`src/limb_settings.svh`:
```
`ifndef LIMB_SETTINGS_SVH
`define LIMB_SETTINGS_SVH

////////////////////////////////////////////////////////////////////////
// model sizing
////////////////////////////////////////////////////////////////////////

// number of motor units in the pool
// spike word is 16 bits so the pool stays at 16 or fewer
`define LIMB_NUM_UNITS 4

// waveform memory holds 2**8 length samples
`define LIMB_LEN_DEPTH_LOG2 8

// per-unit length offset, later units recruit at longer lengths
`define LIMB_RECRUIT_STEP 16'd2048

////////////////////////////////////////////////////////////////////////
// parameter values after reset_global
////////////////////////////////////////////////////////////////////////

// gain of 1.0 in 8.8 format
`define LIMB_RST_GAIN      16'h0100
`define LIMB_RST_THRESHOLD 16'h4000
`define LIMB_RST_TWITCH    16'h0200
`define LIMB_RST_REST_LEN  16'h2000
`define LIMB_RST_DECAY     4'd3
// tick every 8 clocks
`define LIMB_RST_TICK      16'd7

`endif

```
`src/limb_pkg.sv`:
```
package limb_pkg;

    ////////////////////////////////////////////////////////////////////////
    // host parameter set
    ////////////////////////////////////////////////////////////////////////

    // one field per trigger bit of the host bus
    typedef struct packed
    {
        // stretch receptor gain, 8.8 fixed point
        logic [15:0] spindle_gain;
        // membrane spike threshold
        // zero keeps every unit silent
        logic [15:0] fire_threshold;
        // force step added on each spike
        logic [15:0] twitch_size;
        // length below which the receptor gives no drive
        logic [15:0] rest_length;
        // force leak as a right shift
        logic [3:0]  force_decay;
        // clocks between ticks, minus one
        logic [15:0] tick_period;
    } limb_params_t;

    ////////////////////////////////////////////////////////////////////////
    // streaming records
    ////////////////////////////////////////////////////////////////////////

    // sample from the waveform player
    typedef struct packed
    {
        // one clock strobe per simulation step
        logic        tick;
        // unsigned muscle length
        logic [15:0] length;
    } length_sample_t;

    // registered result of one motor unit
    typedef struct packed
    {
        // one clock strobe, new state valid
        logic        step;
        // unit fired on the last step
        logic        spike;
        // twitch-sum force, unsigned
        logic [23:0] force_level;
    } unit_state_t;

endpackage

```
`src/param_bank.sv`:
```
`timescale 1ns/100ps
`include "limb_settings.svh"

module param_bank
(
    input  logic                 ep50trig,
    input  logic                 reset_global,
    input  logic [15:0]          trig,
    input  logic [15:0]          host_word,
    output limb_pkg::limb_params_t params
);

    ////////////////////////////////////////////////////////////////////////
    // receptor parameters
    ////////////////////////////////////////////////////////////////////////

    // trig bit 1 -> receptor gain
    always_ff @(posedge ep50trig or posedge reset_global)
    begin
        if (reset_global)
            params.spindle_gain <= `LIMB_RST_GAIN;
        else if (trig[1])
            params.spindle_gain <= host_word;
    end

    // trig bit 4 -> rest length
    always_ff @(posedge ep50trig or posedge reset_global)
    begin
        if (reset_global)
            params.rest_length <= `LIMB_RST_REST_LEN;
        else if (trig[4])
            params.rest_length <= host_word;
    end

    ////////////////////////////////////////////////////////////////////////
    // neuron and force parameters
    ////////////////////////////////////////////////////////////////////////

    // trig bit 2 -> spike threshold
    always_ff @(posedge ep50trig or posedge reset_global)
    begin
        if (reset_global)
            params.fire_threshold <= `LIMB_RST_THRESHOLD;
        else if (trig[2])
            params.fire_threshold <= host_word;
    end

    // trig bit 3 -> twitch size
    always_ff @(posedge ep50trig or posedge reset_global)
    begin
        if (reset_global)
            params.twitch_size <= `LIMB_RST_TWITCH;
        else if (trig[3])
            params.twitch_size <= host_word;
    end

    // trig bit 5 -> decay shift, low nibble only
    always_ff @(posedge ep50trig or posedge reset_global)
    begin
        if (reset_global)
            params.force_decay <= `LIMB_RST_DECAY;
        else if (trig[5])
            params.force_decay <= host_word[3:0];
    end

    // trig bit 7 -> tick period
    // bits 0, 6 and 8..15 are unused here
    always_ff @(posedge ep50trig or posedge reset_global)
    begin
        if (reset_global)
            params.tick_period <= `LIMB_RST_TICK;
        else if (trig[7])
            params.tick_period <= host_word;
    end

endmodule

```
`config.mk`:
```
export PLATFORM = sky130hd
export DESIGN_NAME = param_bank
export DESIGN_NICKNAME = d
export VERILOG_FILES = /design/src/limb_pkg.sv /design/src/param_bank.sv
export VERILOG_INCLUDE_DIRS = /design/src /design/src/src
export SDC_FILE = /design/constraint.sdc
export NUM_CORES = 1
export LEC_CHECK = 0
export ABC_AREA = 1
export BUFFER_PORTS_ARGS = -buffer_cell sky130_fd_sc_hd__buf_2
export CAP_MARGIN = 0
export CELL_PAD_IN_SITES_DETAIL_PLACEMENT = 0
export CELL_PAD_IN_SITES_GLOBAL_PLACEMENT = 2
export CORE_MARGIN = 2
export CORE_UTILIZATION = 25
export DETAILED_ROUTE_END_ITERATION = 8
export PLACE_DENSITY_LB_ADDON = 0.08
export SLEW_MARGIN = 0
export SYNTH_ARGS = -nofsm -noshare
export SYNTH_HDL_FRONTEND = slang
export SYNTH_SLANG_ARGS = --single-unit
```
`constraint.sdc`:
```
create_clock -name ep50trig -period 2.7 [get_ports ep50trig]
set_input_delay 0.54 -clock ep50trig [delete_from_list [all_inputs] [get_ports ep50trig]]
set_output_delay 0.54 -clock ep50trig [all_outputs]
set_load 0.1 [all_outputs]
```
==> impl_metrics.yaml <==
cts:
  cts_setup_buffers: 0
  clockBufferDepth: 2
  ctsResizeCount: 0
  ctsHtreeMaxLevel: 3
  clk_pin_slew_worst_paths_ns: 0.06
  clk-insertion-delay-late_ns: 0.34
  cts_hold_buf: 0
  cts_buffers: 9
  cts_root_buf: "clkbuf_16"
  cts_tree: "yes"
  cts_sinks: 84
sta:
  skew_ns: 0
  setup_tns_ns: 0
  post-route-min-period_ns: 1.84
  final-hold-violation-count: 0
  fmax_mhz: 544
  max_slew_margin_pct: 65.9
  rsz0062_at_grt: "no"
  worst_slew_pin_slew_ns: 0.515
  timing.final.ws_setup_ns: 0.863
  fin_crit_sh_pct: 68.0
  drv_slew: 0
  setup_viol: 0
detailed_routing:
  remaining_drc_errors: 0
  drt_pass1_iterations: 4
  wirelength_um: 9250
  postRouteAntennaNets: 0
  wire_per_inst_um: 14.5
  viasPerCell: 4.02
  drtIter0Drc: 153
  num_vias: 2567
yosys:
  synthCells: 358
  synth.most_common_cell: "nand2_1"
  yosysTopAreaCell: "dfrtp_1"
  synth.top_cell.area_share_pct: 57.6
  ys_ff_latch: 84
  syn-mean-instance-area_um2: 9.10
  synth_warnings: 0
  synth-edff-count: 0
  synthTopCellsByArea: "dfrtp_1 (58%), nand2_1 (29%), dfstp_2 (7.3%)"
  yosysSeqAreaShare_pct: 64.8
  ys_async_sr_fraction_pct: 100
  synth-main-ff-cell: "dfrtp_1"
  yosysUniqueCellTypes: 7
  syn-num-nets: 392
  synth_common_cells: "nand2_1 (252), dfrtp_1 (75), buf_6 (13), dfstp_2 (9), inv_4 (5)"
  syn_area_um2: 3260
finish:
  reg_top3: "params (84)"
  largest_reg_flops: 84
  regArea_um2: 2110
  drive_gt1_share_pct: 29.1
  diodes: 0
  n_fill_cell: 1396
  nets: 496
  regMostFlops: "params"
  multi_input_area_um2: 946
  post-route-util_pct: 32.8
  area_growth_pct: 27.4
  final_cells: 639
floorplan:
  ios: 118
  fp-row-count: 41
  coreArea_um2: 12700
  start_util_pct: 25.7
  fp.dieH_um: 118
  die_w_um: 118
  die_area_um2: 14000
pwr:
  p_leak_nw: 2.37
  power_density_nw_per_um2: 918
  peakVddDrop_uv: 236
critical_path:
  critPathMaxStageDelay_ns: 0.53
  end_kind: "output pin"
  cp.arrival_ns: 1.30
  cp_cell_sequence: "buf_2"
  path_delay_family: "flip-flops"
  path_buf_inv: 1
  cp_slowest_cell: "dfstp_2"
  critPathKind: "reg -> out"
  crit_required_ns: 2.16
  cp_max_fo: 2
  start_kind: "flip-flop"
placement:
  dp.cells: 623
  dp_slack_ns: 1.22
  io_buffers: 107
  gp_routability_congestion: 0.696
  hpwl_um: 6410
grt:
  grt_pass1_vias: 2463
  grt_usage_pct: 14.0
  grt_pass1_wl_um: 14800
  grt_max_degree: 51
  gr-total-overflow: 0
  antenna_found_initial: 0
run_status:
  status: "finished, final reports clean"
min_path:
  min_path_type: "in -> async"
job:
  maxCapViolations: 0
[path summary, 6_finish.rpt]
kind / to / cells past startpoint / slack, ns / from
setup / recovery: params[76] / 1 / 0.86 / params[76]
hold / removal: params[49] / 2 / 0.22 / reset_global
setup reg to reg: params[66] / 2 / 2.01 / params[66]
hold reg to reg: params[0] / 2 / 0.46 / params[0]
max in group asynchronous: params[45] / 3 / 1.76 / reset_global
min in group ep50trig: params[17] / 3 / 0.44 / trig[5]
[placed cells by master (no fill, tap or decap)]
master	synthesis	final
dfrtp_1	75	75
nand2_1	252	252
buf_12	0	1
inv_4	5	6
inv_1	2	1
clkinv_2	0	1
buf_2	0	107
clkbuf_1	0	3
clkbuf_16	0	9
dfstp_2	9	9
clkbuf_8	0	3
[logic make-up after synthesis]
family | after synthesis | share of synthesized area [%]
flops | 84 | 64.8
buf+inv | 22 | 6.14
simple gates | 252 | 29.0
[stage by stage]
step / hold WS [ns] / power, W / area [µm²]
finish: 0.217 / 0.00381 / 4150
global route: 0.257 / 0.00398 / 4150
CTS: 0.238 / 0.00388 / 4150
detailed placement: 0.454 / 0.00266 / 3870
global placement: 0.450 / 0.00266 / 3870
floorplan: 0.628 / 0.00245 / 3260
[area by class of cell]
type | instances | area share, %
Multi-Input combinational cell | 252 | 22.8
Clock inverter | 1 | 0.120
Sequential cell | 84 | 50.9
Inverter | 7 | 0.994
Timing Repair Buffer | 108 | 13.4
Tap cell | 172 | 5.18
Clock buffer | 15 | 6.69
[power by group]
part / switching, W / internal [W] / total, W
combinational: 0.00104 / 0.000141 / 0.00118
clock: 0.000491 / 0.000699 / 0.00119
sequential: 0.0000587 / 0.00138 / 0.00144
[metal layers]
metal  part of all wire (%)  wire, µm  GRT usage [%]
met1                     46      4260           18.5
met3                    6.3       585           4.25
met4                    1.9       172           6.78
met2                     46      4230           20.7
met5                      0         0              0
No activity file was read; power rests on OpenSTA's default activity.
