## src/limb_settings.svh

```systemverilog
`ifndef LIMB_SETTINGS_SVH
`define LIMB_SETTINGS_SVH

////////////////////////////////////////////////////////////////////////
// model sizing
////////////////////////////////////////////////////////////////////////

// number of motor units in the pool
// spike word is 16 bits so the pool stays at 16 or fewer
`define LIMB_NUM_UNITS 4

// waveform memory holds 2**8 length samples
`define LIMB_LEN_DEPTH_LOG2 8

// per-unit length offset, later units recruit at longer lengths
`define LIMB_RECRUIT_STEP 16'd2048

////////////////////////////////////////////////////////////////////////
// parameter values after reset_global
////////////////////////////////////////////////////////////////////////

// gain of 1.0 in 8.8 format
`define LIMB_RST_GAIN      16'h0100
`define LIMB_RST_THRESHOLD 16'h4000
`define LIMB_RST_TWITCH    16'h0200
`define LIMB_RST_REST_LEN  16'h2000
`define LIMB_RST_DECAY     4'd3
// tick every 8 clocks
`define LIMB_RST_TICK      16'd7

`endif

```

## src/limb_pkg.sv

```systemverilog
package limb_pkg;

    ////////////////////////////////////////////////////////////////////////
    // host parameter set
    ////////////////////////////////////////////////////////////////////////

    // one field per trigger bit of the host bus
    typedef struct packed
    {
        // stretch receptor gain, 8.8 fixed point
        logic [15:0] spindle_gain;
        // membrane spike threshold
        // zero keeps every unit silent
        logic [15:0] fire_threshold;
        // force step added on each spike
        logic [15:0] twitch_size;
        // length below which the receptor gives no drive
        logic [15:0] rest_length;
        // force leak as a right shift
        logic [3:0]  force_decay;
        // clocks between ticks, minus one
        logic [15:0] tick_period;
    } limb_params_t;

    ////////////////////////////////////////////////////////////////////////
    // streaming records
    ////////////////////////////////////////////////////////////////////////

    // sample from the waveform player
    typedef struct packed
    {
        // one clock strobe per simulation step
        logic        tick;
        // unsigned muscle length
        logic [15:0] length;
    } length_sample_t;

    // registered result of one motor unit
    typedef struct packed
    {
        // one clock strobe, new state valid
        logic        step;
        // unit fired on the last step
        logic        spike;
        // twitch-sum force, unsigned
        logic [23:0] force_level;
    } unit_state_t;

endpackage

```

## src/unit_collector.sv

```systemverilog
`timescale 1ns/100ps
`include "limb_settings.svh"

module unit_collector
(
    input  logic                  ep50trig,
    input  logic                  reset_global,
    input  limb_pkg::unit_state_t states [`LIMB_NUM_UNITS],
    output logic [31:0]           total_force,
    output logic [15:0]           spike_word,
    output logic                  force_valid
);

    logic [31:0] force_total;
    logic [15:0] spike_bits;

    ////////////////////////////////////////////////////////////////////////
    // combine the pool
    ////////////////////////////////////////////////////////////////////////

    // 16 units of 24 bits fit well inside 32
    // unit i lands in spike bit i, unused bits stay zero
    always_comb
    begin
        force_total = 32'd0;
        spike_bits  = 16'd0;
        for (int i = 0; i < `LIMB_NUM_UNITS; i++)
        begin
            force_total   = force_total + 32'(states[i].force_level);
            spike_bits[i] = states[i].spike;
        end
    end

    ////////////////////////////////////////////////////////////////////////
    // output register
    ////////////////////////////////////////////////////////////////////////

    // all units step together, unit 0 stands for the pool
    always_ff @(posedge ep50trig or posedge reset_global)
    begin
        if (reset_global)
        begin
            total_force <= 32'd0;
            spike_word  <= 16'd0;
            force_valid <= 1'b0;
        end
        else
        begin
            force_valid <= states[0].step;
            if (states[0].step)
            begin
                total_force <= force_total;
                spike_word  <= spike_bits;
            end
        end
    end

endmodule

```

## config.mk

```make
export PLATFORM = sky130hd
export DESIGN_NAME = unit_collector
export DESIGN_NICKNAME = d
export VERILOG_FILES = /design/src/limb_pkg.sv /design/src/unit_collector.sv
export VERILOG_INCLUDE_DIRS = /design/src /design/src/src
export SDC_FILE = /design/constraint.sdc
export NUM_CORES = 1
export LEC_CHECK = 0
export ABC_AREA = 1
export BUFFER_PORTS_ARGS = -buffer_cell sky130_fd_sc_hd__buf_4
export CAP_MARGIN = 20
export CORE_MARGIN = 2
export CORE_UTILIZATION = 35
export CTS_CLUSTER_SIZE = 20
export DETAILED_ROUTE_END_ITERATION = 10
export PLACE_DENSITY = 0.71
export SKIP_CTS_REPAIR_TIMING = 1
export SLEW_MARGIN = 20
export SYNTH_ARGS = -nofsm -noshare
export SYNTH_HDL_FRONTEND = slang
export SYNTH_SLANG_ARGS = --single-unit
```

## constraint.sdc

```tcl
create_clock -name ep50trig -period 2.1 [get_ports ep50trig]
set_input_delay 0.105 -clock ep50trig [delete_from_list [all_inputs] [get_ports ep50trig]]
set_output_delay 0.105 -clock ep50trig [all_outputs]
set_load 0.1 [all_outputs]
```

==> impl_metrics.csv <==
group,metric,value,unit
run_status,status,"finished, violations left",
run_status,failed_checks,"setup timing",
synthesis,synth-seq-cells,31,
clocking,path_clk_slew,0.05,ns
clocking,cts_tree,"yes",
synthesis,synth_cells,680,
worst_setup_path,path_delay_family,"adder cells",
floorplan,ios,155,
worst_setup_path,end_kind,"flip-flop",
grt,grt_pass1_wl,19.0,mm
worst_setup_path,crit_buf_inv,3,
synthesis,synthTopCellsByArea,"fa_1 21%, nand2_1 18%, inv_1 17%, dfrtp_1 17%, ha_1 6.9%",
floorplan,die_h,117,um
sta,hold_viol_final,0,
detailed_routing,vias,4353,
sta,setup_ws,-0.302,ns
power,leakagePower,3.81,nW
floorplan,num_rows,41,
place,gp_congestion,0.866,
synthesis,synth.avg_cell_area,6.63,um^2
layout,insertedDiodeCount,0,
layout,fin_util,0.531,
place,portBuffers,133,
sta,fin_skew,0,ns
power,p_per_area,1180,nW/um^2
power,finalPower,7.93,mW
synthesis,synth_ff_type,"dfrtp_1",
sta,max_freq,416,MHz
detailed_routing,drt_iter0_markers,116,
clocking,clock-sinks,31,
synthesis,yosysTopAreaCellShare,0.213,
clocking,cts_made_buffers,5,
grt,antenna_found_initial,0,
sta,slew_viol_final,0,
floorplan,start_util,0.357,
synthesis,post-synth-top-count-cell,"nand2_1",
detailed_routing,drc,0,
detailed_routing,ant_nets,0,
sta,finalCriticalPeriod,2.40,ns
worst_setup_path,max_stage_delay,0.55,ns
detailed_routing,routed_via_density,4.27,
worst_setup_path,cp.required,2.25,ns
clocking,cts_root_buffer,"clkbuf_16",
worst_setup_path,r2r_slack,1.37,ns
worst_setup_path,worstSetupStartpointType,"input port",
synthesis,synth_edf_count,0,
floorplan,coreArea,12600,um^2
detailed_routing,wl_per_cell,10.8,um
detailed_routing,routed_wl,11.0,mm
worst_setup_path,path_cells,"buf_8 -> inv_4 -> fa_1 -> inv_2 -> fa_1 -> ha_2 -> fa_2 -> nand2_2 -> nand2_2 -> nand3_4 -> nand2_4 -> nand3_2 -> nand3b_1 -> nand3_1 -> nand2_1",
grt,grt_usage,0.163,
floorplan,dieWidth,117,um
sta,setup_violations,21,
synthesis,yosysUniqueCellTypes,31,
layout,nNetsFinal,1027,
worst_setup_path,critPathArrivalTime,2.56,ns
worst_setup_path,critPathMaxFanout,3,
sta,rsz0062_at_grt,"yes",
flow_run,drv_cap,0,
synthesis,synth_seq_area_share,0.172,
synthesis,synth_commonest_cells,"212 x nand2_1, 210 x inv_1, 48 x fa_1, 32 x nand3_1, 31 x dfrtp_1",
clocking,clkLatencyLatePin,0.26,ns
sta,finalCritPeriodShare,1.14,
synthesis,yosysTopAreaCell,"fa_1",
worst_setup_path,crit_type,"in2reg",
clocking,clockBufferDepth,2,
detailed_routing,first_pass_iters,4,
floorplan,die_area,13800,um^2
layout,areaGrowthSynthToFinish,48.8,%
layout,post_route_cells_drive_above_1_share,0.378,
place,dp_hpwl,9.34,mm
clocking,htree_levels,2,
synthesis,async_reset_ff_frac,1.00,
grt,grt_pass1_vias,4404,
grt,gr-total-overflow,0,
synthesis,synth_warnings,0,
min_path,min_path_type,"in2reg",
synthesis,synth_area,4510,um^2
power,ir_drop,0.607,mV
worst_setup_path,cpMaxStageDelayCell,"fa_1",
grt,grt_max_degree,35,
## report_power, final
group,internal (mW),leakage [nW],switching [mW]
Clock,0.423,0.0628,0.210
Combinational,2.08,3.37,4.23
Sequential,0.838,0.373,0.141
Total,3.35,3.81,4.58
## path summary, 6_finish.rpt
check                                 from         endpoint  cells past startpoint
max                             states[53]  total_force[15]                     15
min                             states[24]    spike_word[3]                      3
max reg2reg                total_force[12]  total_force[12]                      2
min reg2reg                  spike_word[0]    spike_word[0]                      2
max in group asynchronous     reset_global  total_force[19]                      4
min in group asynchronous     reset_global    spike_word[1]                      4
## placed cells by master (no fill, tap or decap), types with 2 or more instances in the layout
master,instances
clkbuf_16,5
buf_4,164
or2_1,2
nand4_1,5
a21oi_2,3
ha_4,21
nor2_1,19
nand2_1,180
xnor2_2,3
inv_4,4
fa_1,44
nand3_4,5
inv_2,31
nand3b_1,6
nor2_2,8
fa_2,4
buf_6,2
nand2_2,27
o21ai_0,2
nand3_2,7
nand3_1,21
inv_8,3
a21oi_1,8
nand2_4,15
conb_1,18
a21oi_4,2
dfrtp_1,31
o21ai_1,7
ha_1,3
inv_1,172
xnor2_1,2
nor2_4,9
## layer usage
metal / vias up / GRT usage / part of all wire / wire length, um
met4: 0 / 0.0399 / 0.019 / 205
met1: 1991 / 0.198 / 0.42 / 4660
met5: - / 0 / 0 / 0
met2: 110 / 0.300 / 0.52 / 5710
li1: 2240 / - / - / -
met3: 12 / 0.0262 / 0.040 / 441
## cell families (layout without fill, tap and decap cells)
kind of cell,after synthesis,count (layout),synth area share
buf+inv,237,387,0.213
flops,31,31,0.172
simple gates,307,307,0.289
other cells,1,18,0.000832
xor+xnor,6,6,0.0117
fa+ha+maj,73,73,0.283
compound gates,25,25,0.0303
## worst register-to-register path: cells and delay by family (launching register included)
kind | cells | cell delay (ns)
flops | 1 | 0.38
simple gates | 1 | 0.05
compound gates | 1 | 0.20
## registers in the layout, summed over array words and instances (netlist names)
register	cells
total_force	26
force_valid	1
spike_word	4
## layout make-up
type                       instances  area [um^2]
tap                              172          215
timing repair buffer             168         1280
inverter                         213          838
multi-input combinational        429         3470
clock buffer                       6          129
fill                            1254         5910
sequential                        31          776
## metrics by stage
stage	instance area [um^2]	hold slack [ns]	setup TNS, ns	instances	worst slack, ns
3_3_place_gp	6290	0.216	-9.34	1011	-0.505
5_1_grt	6710	0.0466	-6.17	1019	-0.405
4_1_cts	6420	-0.0660	-3.70	1017	-0.267
3_5_place_dp	6290	0.214	-9.90	1011	-0.546
2_1_floorplan	4990	0.136	-2.85	697	-0.273
6_report	6710	0.0384	-3.87	1019	-0.302
No activity file was read; power rests on OpenSTA's default activity.
