===== src/limb_settings.svh =====
`ifndef LIMB_SETTINGS_SVH
`define LIMB_SETTINGS_SVH

////////////////////////////////////////////////////////////////////////
// model sizing
////////////////////////////////////////////////////////////////////////

// number of motor units in the pool
// spike word is 16 bits so the pool stays at 16 or fewer
`define LIMB_NUM_UNITS 4

// waveform memory holds 2**8 length samples
`define LIMB_LEN_DEPTH_LOG2 8

// per-unit length offset, later units recruit at longer lengths
`define LIMB_RECRUIT_STEP 16'd2048

////////////////////////////////////////////////////////////////////////
// parameter values after reset_global
////////////////////////////////////////////////////////////////////////

// gain of 1.0 in 8.8 format
`define LIMB_RST_GAIN      16'h0100
`define LIMB_RST_THRESHOLD 16'h4000
`define LIMB_RST_TWITCH    16'h0200
`define LIMB_RST_REST_LEN  16'h2000
`define LIMB_RST_DECAY     4'd3
// tick every 8 clocks
`define LIMB_RST_TICK      16'd7

`endif


===== src/limb_pkg.sv =====
package limb_pkg;

    ////////////////////////////////////////////////////////////////////////
    // host parameter set
    ////////////////////////////////////////////////////////////////////////

    // one field per trigger bit of the host bus
    typedef struct packed
    {
        // stretch receptor gain, 8.8 fixed point
        logic [15:0] spindle_gain;
        // membrane spike threshold
        // zero keeps every unit silent
        logic [15:0] fire_threshold;
        // force step added on each spike
        logic [15:0] twitch_size;
        // length below which the receptor gives no drive
        logic [15:0] rest_length;
        // force leak as a right shift
        logic [3:0]  force_decay;
        // clocks between ticks, minus one
        logic [15:0] tick_period;
    } limb_params_t;

    ////////////////////////////////////////////////////////////////////////
    // streaming records
    ////////////////////////////////////////////////////////////////////////

    // sample from the waveform player
    typedef struct packed
    {
        // one clock strobe per simulation step
        logic        tick;
        // unsigned muscle length
        logic [15:0] length;
    } length_sample_t;

    // registered result of one motor unit
    typedef struct packed
    {
        // one clock strobe, new state valid
        logic        step;
        // unit fired on the last step
        logic        spike;
        // twitch-sum force, unsigned
        logic [23:0] force_level;
    } unit_state_t;

endpackage


===== src/motor_unit.sv =====
`timescale 1ns/100ps
`include "limb_settings.svh"

module motor_unit
#(
    parameter integer UNIT_INDEX = 0
)
(
    input  logic                   ep50trig,
    input  logic                   reset_global,
    input  logic                   reset_sim,
    input  limb_pkg::length_sample_t sample,
    input  limb_pkg::limb_params_t   params,
    output limb_pkg::unit_state_t    state
);

    // recruitment offset grows with unit index
    localparam int unsigned RECRUIT_OFFSET = UNIT_INDEX * `LIMB_RECRUIT_STEP;

    // receptor
    logic [32:0] knee_len;
    logic [15:0] excess;
    logic [31:0] drive_prod;
    logic [15:0] drive;

    // membrane
    logic [23:0] membrane_q;
    logic [24:0] memb_sum;
    logic [23:0] memb_sat;
    logic [23:0] memb_next;
    logic        fire;

    // force
    logic [23:0] force_q;
    logic [23:0] force_leak;
    logic [15:0] twitch_add;
    logic [24:0] force_sum;
    logic [23:0] force_next;

    logic        step_q;
    logic        spike_q;

    ////////////////////////////////////////////////////////////////////////
    // stretch receptor drive
    ////////////////////////////////////////////////////////////////////////

    // length where this unit starts to see stretch
    assign knee_len = {17'd0, params.rest_length} + 33'(RECRUIT_OFFSET);

    // floored at zero below the knee
    // knee fits in 16 bits whenever length exceeds it
    assign excess = ({17'd0, sample.length} > knee_len) ?
                    (sample.length - knee_len[15:0]) : 16'd0;

    // 16 x 8.8 product, back to integer
    assign drive_prod = excess * params.spindle_gain;
    assign drive      = (|drive_prod[31:24]) ? 16'hFFFF : drive_prod[23:8];

    ////////////////////////////////////////////////////////////////////////
    // integrate and fire
    ////////////////////////////////////////////////////////////////////////

    assign memb_sum = {1'b0, membrane_q} + {9'd0, drive};
    assign memb_sat = memb_sum[24] ? 24'hFF_FFFF : memb_sum[23:0];

    // zero threshold disables firing
    assign fire = (params.fire_threshold != 16'd0) &&
                  (memb_sat >= {8'd0, params.fire_threshold});

    // subtractive reset keeps the residue
    assign memb_next = fire ? (memb_sat - {8'd0, params.fire_threshold}) : memb_sat;

    ////////////////////////////////////////////////////////////////////////
    // twitch force
    ////////////////////////////////////////////////////////////////////////

    // leak first, then add this step's twitch
    assign force_leak = force_q - (force_q >> params.force_decay);
    assign twitch_add = fire ? params.twitch_size : 16'd0;
    assign force_sum  = {1'b0, force_leak} + {9'd0, twitch_add};
    assign force_next = force_sum[24] ? 24'hFF_FFFF : force_sum[23:0];

    // state advances only on a tick
    // step follows the tick by one clock
    always_ff @(posedge ep50trig or posedge reset_global)
    begin
        if (reset_global)
        begin
            step_q     <= 1'b0;
            spike_q    <= 1'b0;
            membrane_q <= 24'd0;
            force_q    <= 24'd0;
        end
        else
        begin
            step_q <= sample.tick;
            if (reset_sim)
            begin
                spike_q    <= 1'b0;
                membrane_q <= 24'd0;
                force_q    <= 24'd0;
            end
            else if (sample.tick)
            begin
                spike_q    <= fire;
                membrane_q <= memb_next;
                force_q    <= force_next;
            end
        end
    end

    assign state.step        = step_q;
    assign state.spike       = spike_q;
    assign state.force_level = force_q;

endmodule


===== config.mk =====
export PLATFORM = sky130hd
export DESIGN_NAME = motor_unit
export DESIGN_NICKNAME = d
export VERILOG_FILES = /design/src/limb_pkg.sv /design/src/motor_unit.sv
export VERILOG_INCLUDE_DIRS = /design/src /design/src/src
export SDC_FILE = /design/constraint.sdc
export NUM_CORES = 1
export LEC_CHECK = 0
export ABC_AREA = 1
export BUFFER_PORTS_ARGS = -buffer_cell sky130_fd_sc_hd__buf_4
export CORE_MARGIN = 1.5
export CORE_UTILIZATION = 57
export DETAILED_ROUTE_END_ITERATION = 10
export PLACE_DENSITY = 0.82
export SYNTH_ARGS = -nofsm -noshare
export SYNTH_HDL_FRONTEND = slang
export SYNTH_SLANG_ARGS = --single-unit

===== constraint.sdc =====
create_clock -name ep50trig -period 5.3 [get_ports ep50trig]
set_input_delay 0.265 -clock ep50trig [delete_from_list [all_inputs] [get_ports ep50trig]]
set_output_delay 0.265 -clock ep50trig [all_outputs]
set_load 0.01 [all_outputs]

==> summary.md <==
| Metric | Value |
|---|---|
| Status | `complete, but fails checks` |
| Failing checks | `setup timing` |
| Met3 WL | `6130 um` |
| Final hold violations | `0` |
| Max-cap violations | `0` |
| TritonCTS Sinks | `50` |
| Nature of the critical path startpoint | `primary input` |
| Layout Cells excl Fill | `~3600` |
| Post-Place Cells | `3439` |
| Primary FF master, synth | `dfrtp_1` |
| DRT iter0 DRCs | `around 2300` |
| Critical path peak fanout | `5` |
| Fin nets | `3656` |
| Vias/cell | `5.91` |
| Average cell area after synthesis | `6.78 um2` |
| Fillcell total | `1659` |
| Die extent in y | `about 180 um` |
| CTS tree | `yes` |
| ANT cells | `0` |
| Most common cell on crit path | `nand2_1` |
| Wire length per cell | `19.9 um` |
| Routed wl met2 | `33700 um` |
| Antenna-violating nets left | `0` |
| WS Path Type | `in2reg` |
| Initial antenna violation count | `0` |
| Top cells by area, synth | `fa_1, ha_1, nand2_1` |
| Final Cycle Share | `242%` |
| Total Wirelength | `70800 um` |
| Row count | `63` |
| Crit path DAT | `13.08 ns` |
| HP Class | `in2reg` |
| Root buffer cell | `clkbuf_16` |
| Most numerous cell in the Yosys netlist | `nand2_1` |
| Clock period minus worst slack | `12.85 ns` |
| DP HPWL | `47400 um` |
| Post-synth EDFFs | `0` |
| CTS buffer count | `5` |
| RSZ-0062 raised after global routing | `yes` |
| Slowest CP cell | `fa_2` |
| Final Skew | `~0.020 ns` |
| Post-synth top area share | `22.9%` |
| R2R Setup Slk | `-0.64 ns` |
| Synth area leader | `fa_1` |
| Die W | `roughly 180 um` |
| Max-slew violations | `0` |
| Highest clock rate | `~78 MHz` |
| IO buf count | `approximately 110` |
| Worst reg2reg path endpoint | `force_q[1]` |
| Core Footprint | `29700 um2` |
| Buffer and inverter count on the worst path | `19` |
| Post-Syn Area | `17300 um2` |
| Worst-path clk slew | `0.09 ns` |
| Tot GR Track Use | `40.5%` |
| Synth cell count leaders | `nand2_1, inv_1, nor2_1` |
| Reg-to-reg critical path startpoint | `membrane_q[0]` |
| DR top layer | `met4` |
| Drt first pass iters | `8` |
| Via count | `21031` |
| DP Worst Slack | `-7.49 ns` |
| Vias in the first global route | `~21000` |
| Die ar. | `31400 um2` |
| Synth warnings | `0` |
| Worst-Margin Slew | `1.10 ns` |
| GP Congestion | `0.986` |
| Register area share after synthesis | `under 10%` |
| Synth Register Bits | `50` |
| Area delta synth->final | `44.4%` |
| Initial core utilization | `58.2%` |
| Stages on the worst setup path | `between 80 and 90` |
| DRC | `0` |
| Crit-path max cell delay | `0.58 ns` |
| Post-synthesis cell count | `2550` |
| Largest delay share family, worst path | `adder cells` |
| Final WS setup | `-7.55 ns` |
| Synth Net Count | `about 3000` |
| Total gr overflow | `0` |
| Required @ worst endpoint | `5.53 ns` |
| Worst Reg-to-Reg Cells | `39` |
| Ys async rst share | `100%` |
| # setup viols final | `49` |
| I/O pins | `130` |
| First-pass GRT wire length | `between 100000 and 150000 um` |
| Util after Layout | `between 80 and 90%` |
| Hold-fix buffer count after cts | `0` |
| Crit path to | `force_q[1]` |
| Slew HR | `26.7%` |
| Worst Setup SP | `params[22]` |
| Worst-case clock buffer depth | `2` |
| Min-delay src | `sample[16]` |
| Clk_lat worst skew | `about 0.33 ns` |
| Synth cell types | `54` |
| Worst Setup End Kind | `flip-flop` |
| Worst hold slack | `0.101 ns` |
| DRT met1 WL | `between 20000 and 25000 um` |
| Share of cells above drive strength 1 | `around a third` |
| Largest net degree at the start of global routing | `51` |
| # H-tree levels | `2` |
[timing repair]
item	4_1_cts	5_1_grt
hold endpoints to repair	0	0
gates resized for setup	200	233
endpoints found under the setup margin	49	49
cloned	6	1
buffers inserted	91	40
pin swaps	88	138
[kinds of logic after synthesis]
| kind of cell | Yosys count | synth area share (%) |
|---|---|---|
| mux | 11 | 0.637 |
| flops | 50 | 7.24 |
| xor+xnor | 89 | 4.55 |
| buf+inv | 546 | 12.3 |
| simple gates | 1124 | 27.6 |
| fa+ha+maj | 386 | 36.5 |
| compound gates | 344 | 11.1 |
[cells in the final DEF (no fill, tap or decap), types with 30 or more instances in the layout]
cell type	instances
a21oi_1	69
ha_1	143
inv_1	445
nand2_1	546
xor2_1	43
nand3_1	74
nand2_2	61
dfrtp_1	50
xnor2_1	41
nor2_2	30
fa_1	185
o21ai_1	44
a21oi_2	33
nor2_1	218
buf_4	623
o21ai_0	99
nand3_2	35
nor2_4	37
ha_4	43
[metrics by stage]
stage	area [um2]	setup TNS (ns)
finish	25000	-358.39
global route	25000	-383.15
CTS	23900	-315.10
detailed placement	22200	-320.13
global placement	22200	-305.39
floorplan	17700	-273.61
[flip-flops by register name, summed over array words and instances, names as in the netlist]
name	cells
force_q	24
membrane_q	24
spike_q	1
step_q	1
[final cells by class]
class                   count  area (um2)  area share [%]
clock buffers               7         143           0.572
clock inverters             1        5.00          0.0201
inverters                 485        1840            7.37
multi-input cells        1954       15900            63.5
flip-flops and latches     50        1250            5.01
well taps                 390         488            1.96
repair buffers            670        5370            21.5
[worst min-delay path by stage]
stage / end / slack, ns / cells after the start
2_1_floorplan: step_q / 0.30 / 0
3_3_place_gp: step_q / 0.43 / 1
3_5_place_dp: step_q / 0.43 / 1
4_1_cts: step_q / 0.09 / 1
5_1_grt: step_q / 0.09 / 1
6_report: step_q / 0.10 / 1
[layer usage]
layer	GRT usage (%)	vias to the layer above
li1	-	9214
met1	45.7	9782
met4	25.6	0
met5	0	-
met3	5.65	568
met2	71.7	1467
Power is not shown: default switching activity piles up to over one toggle a cycle in this logic, so the estimate is an artifact.
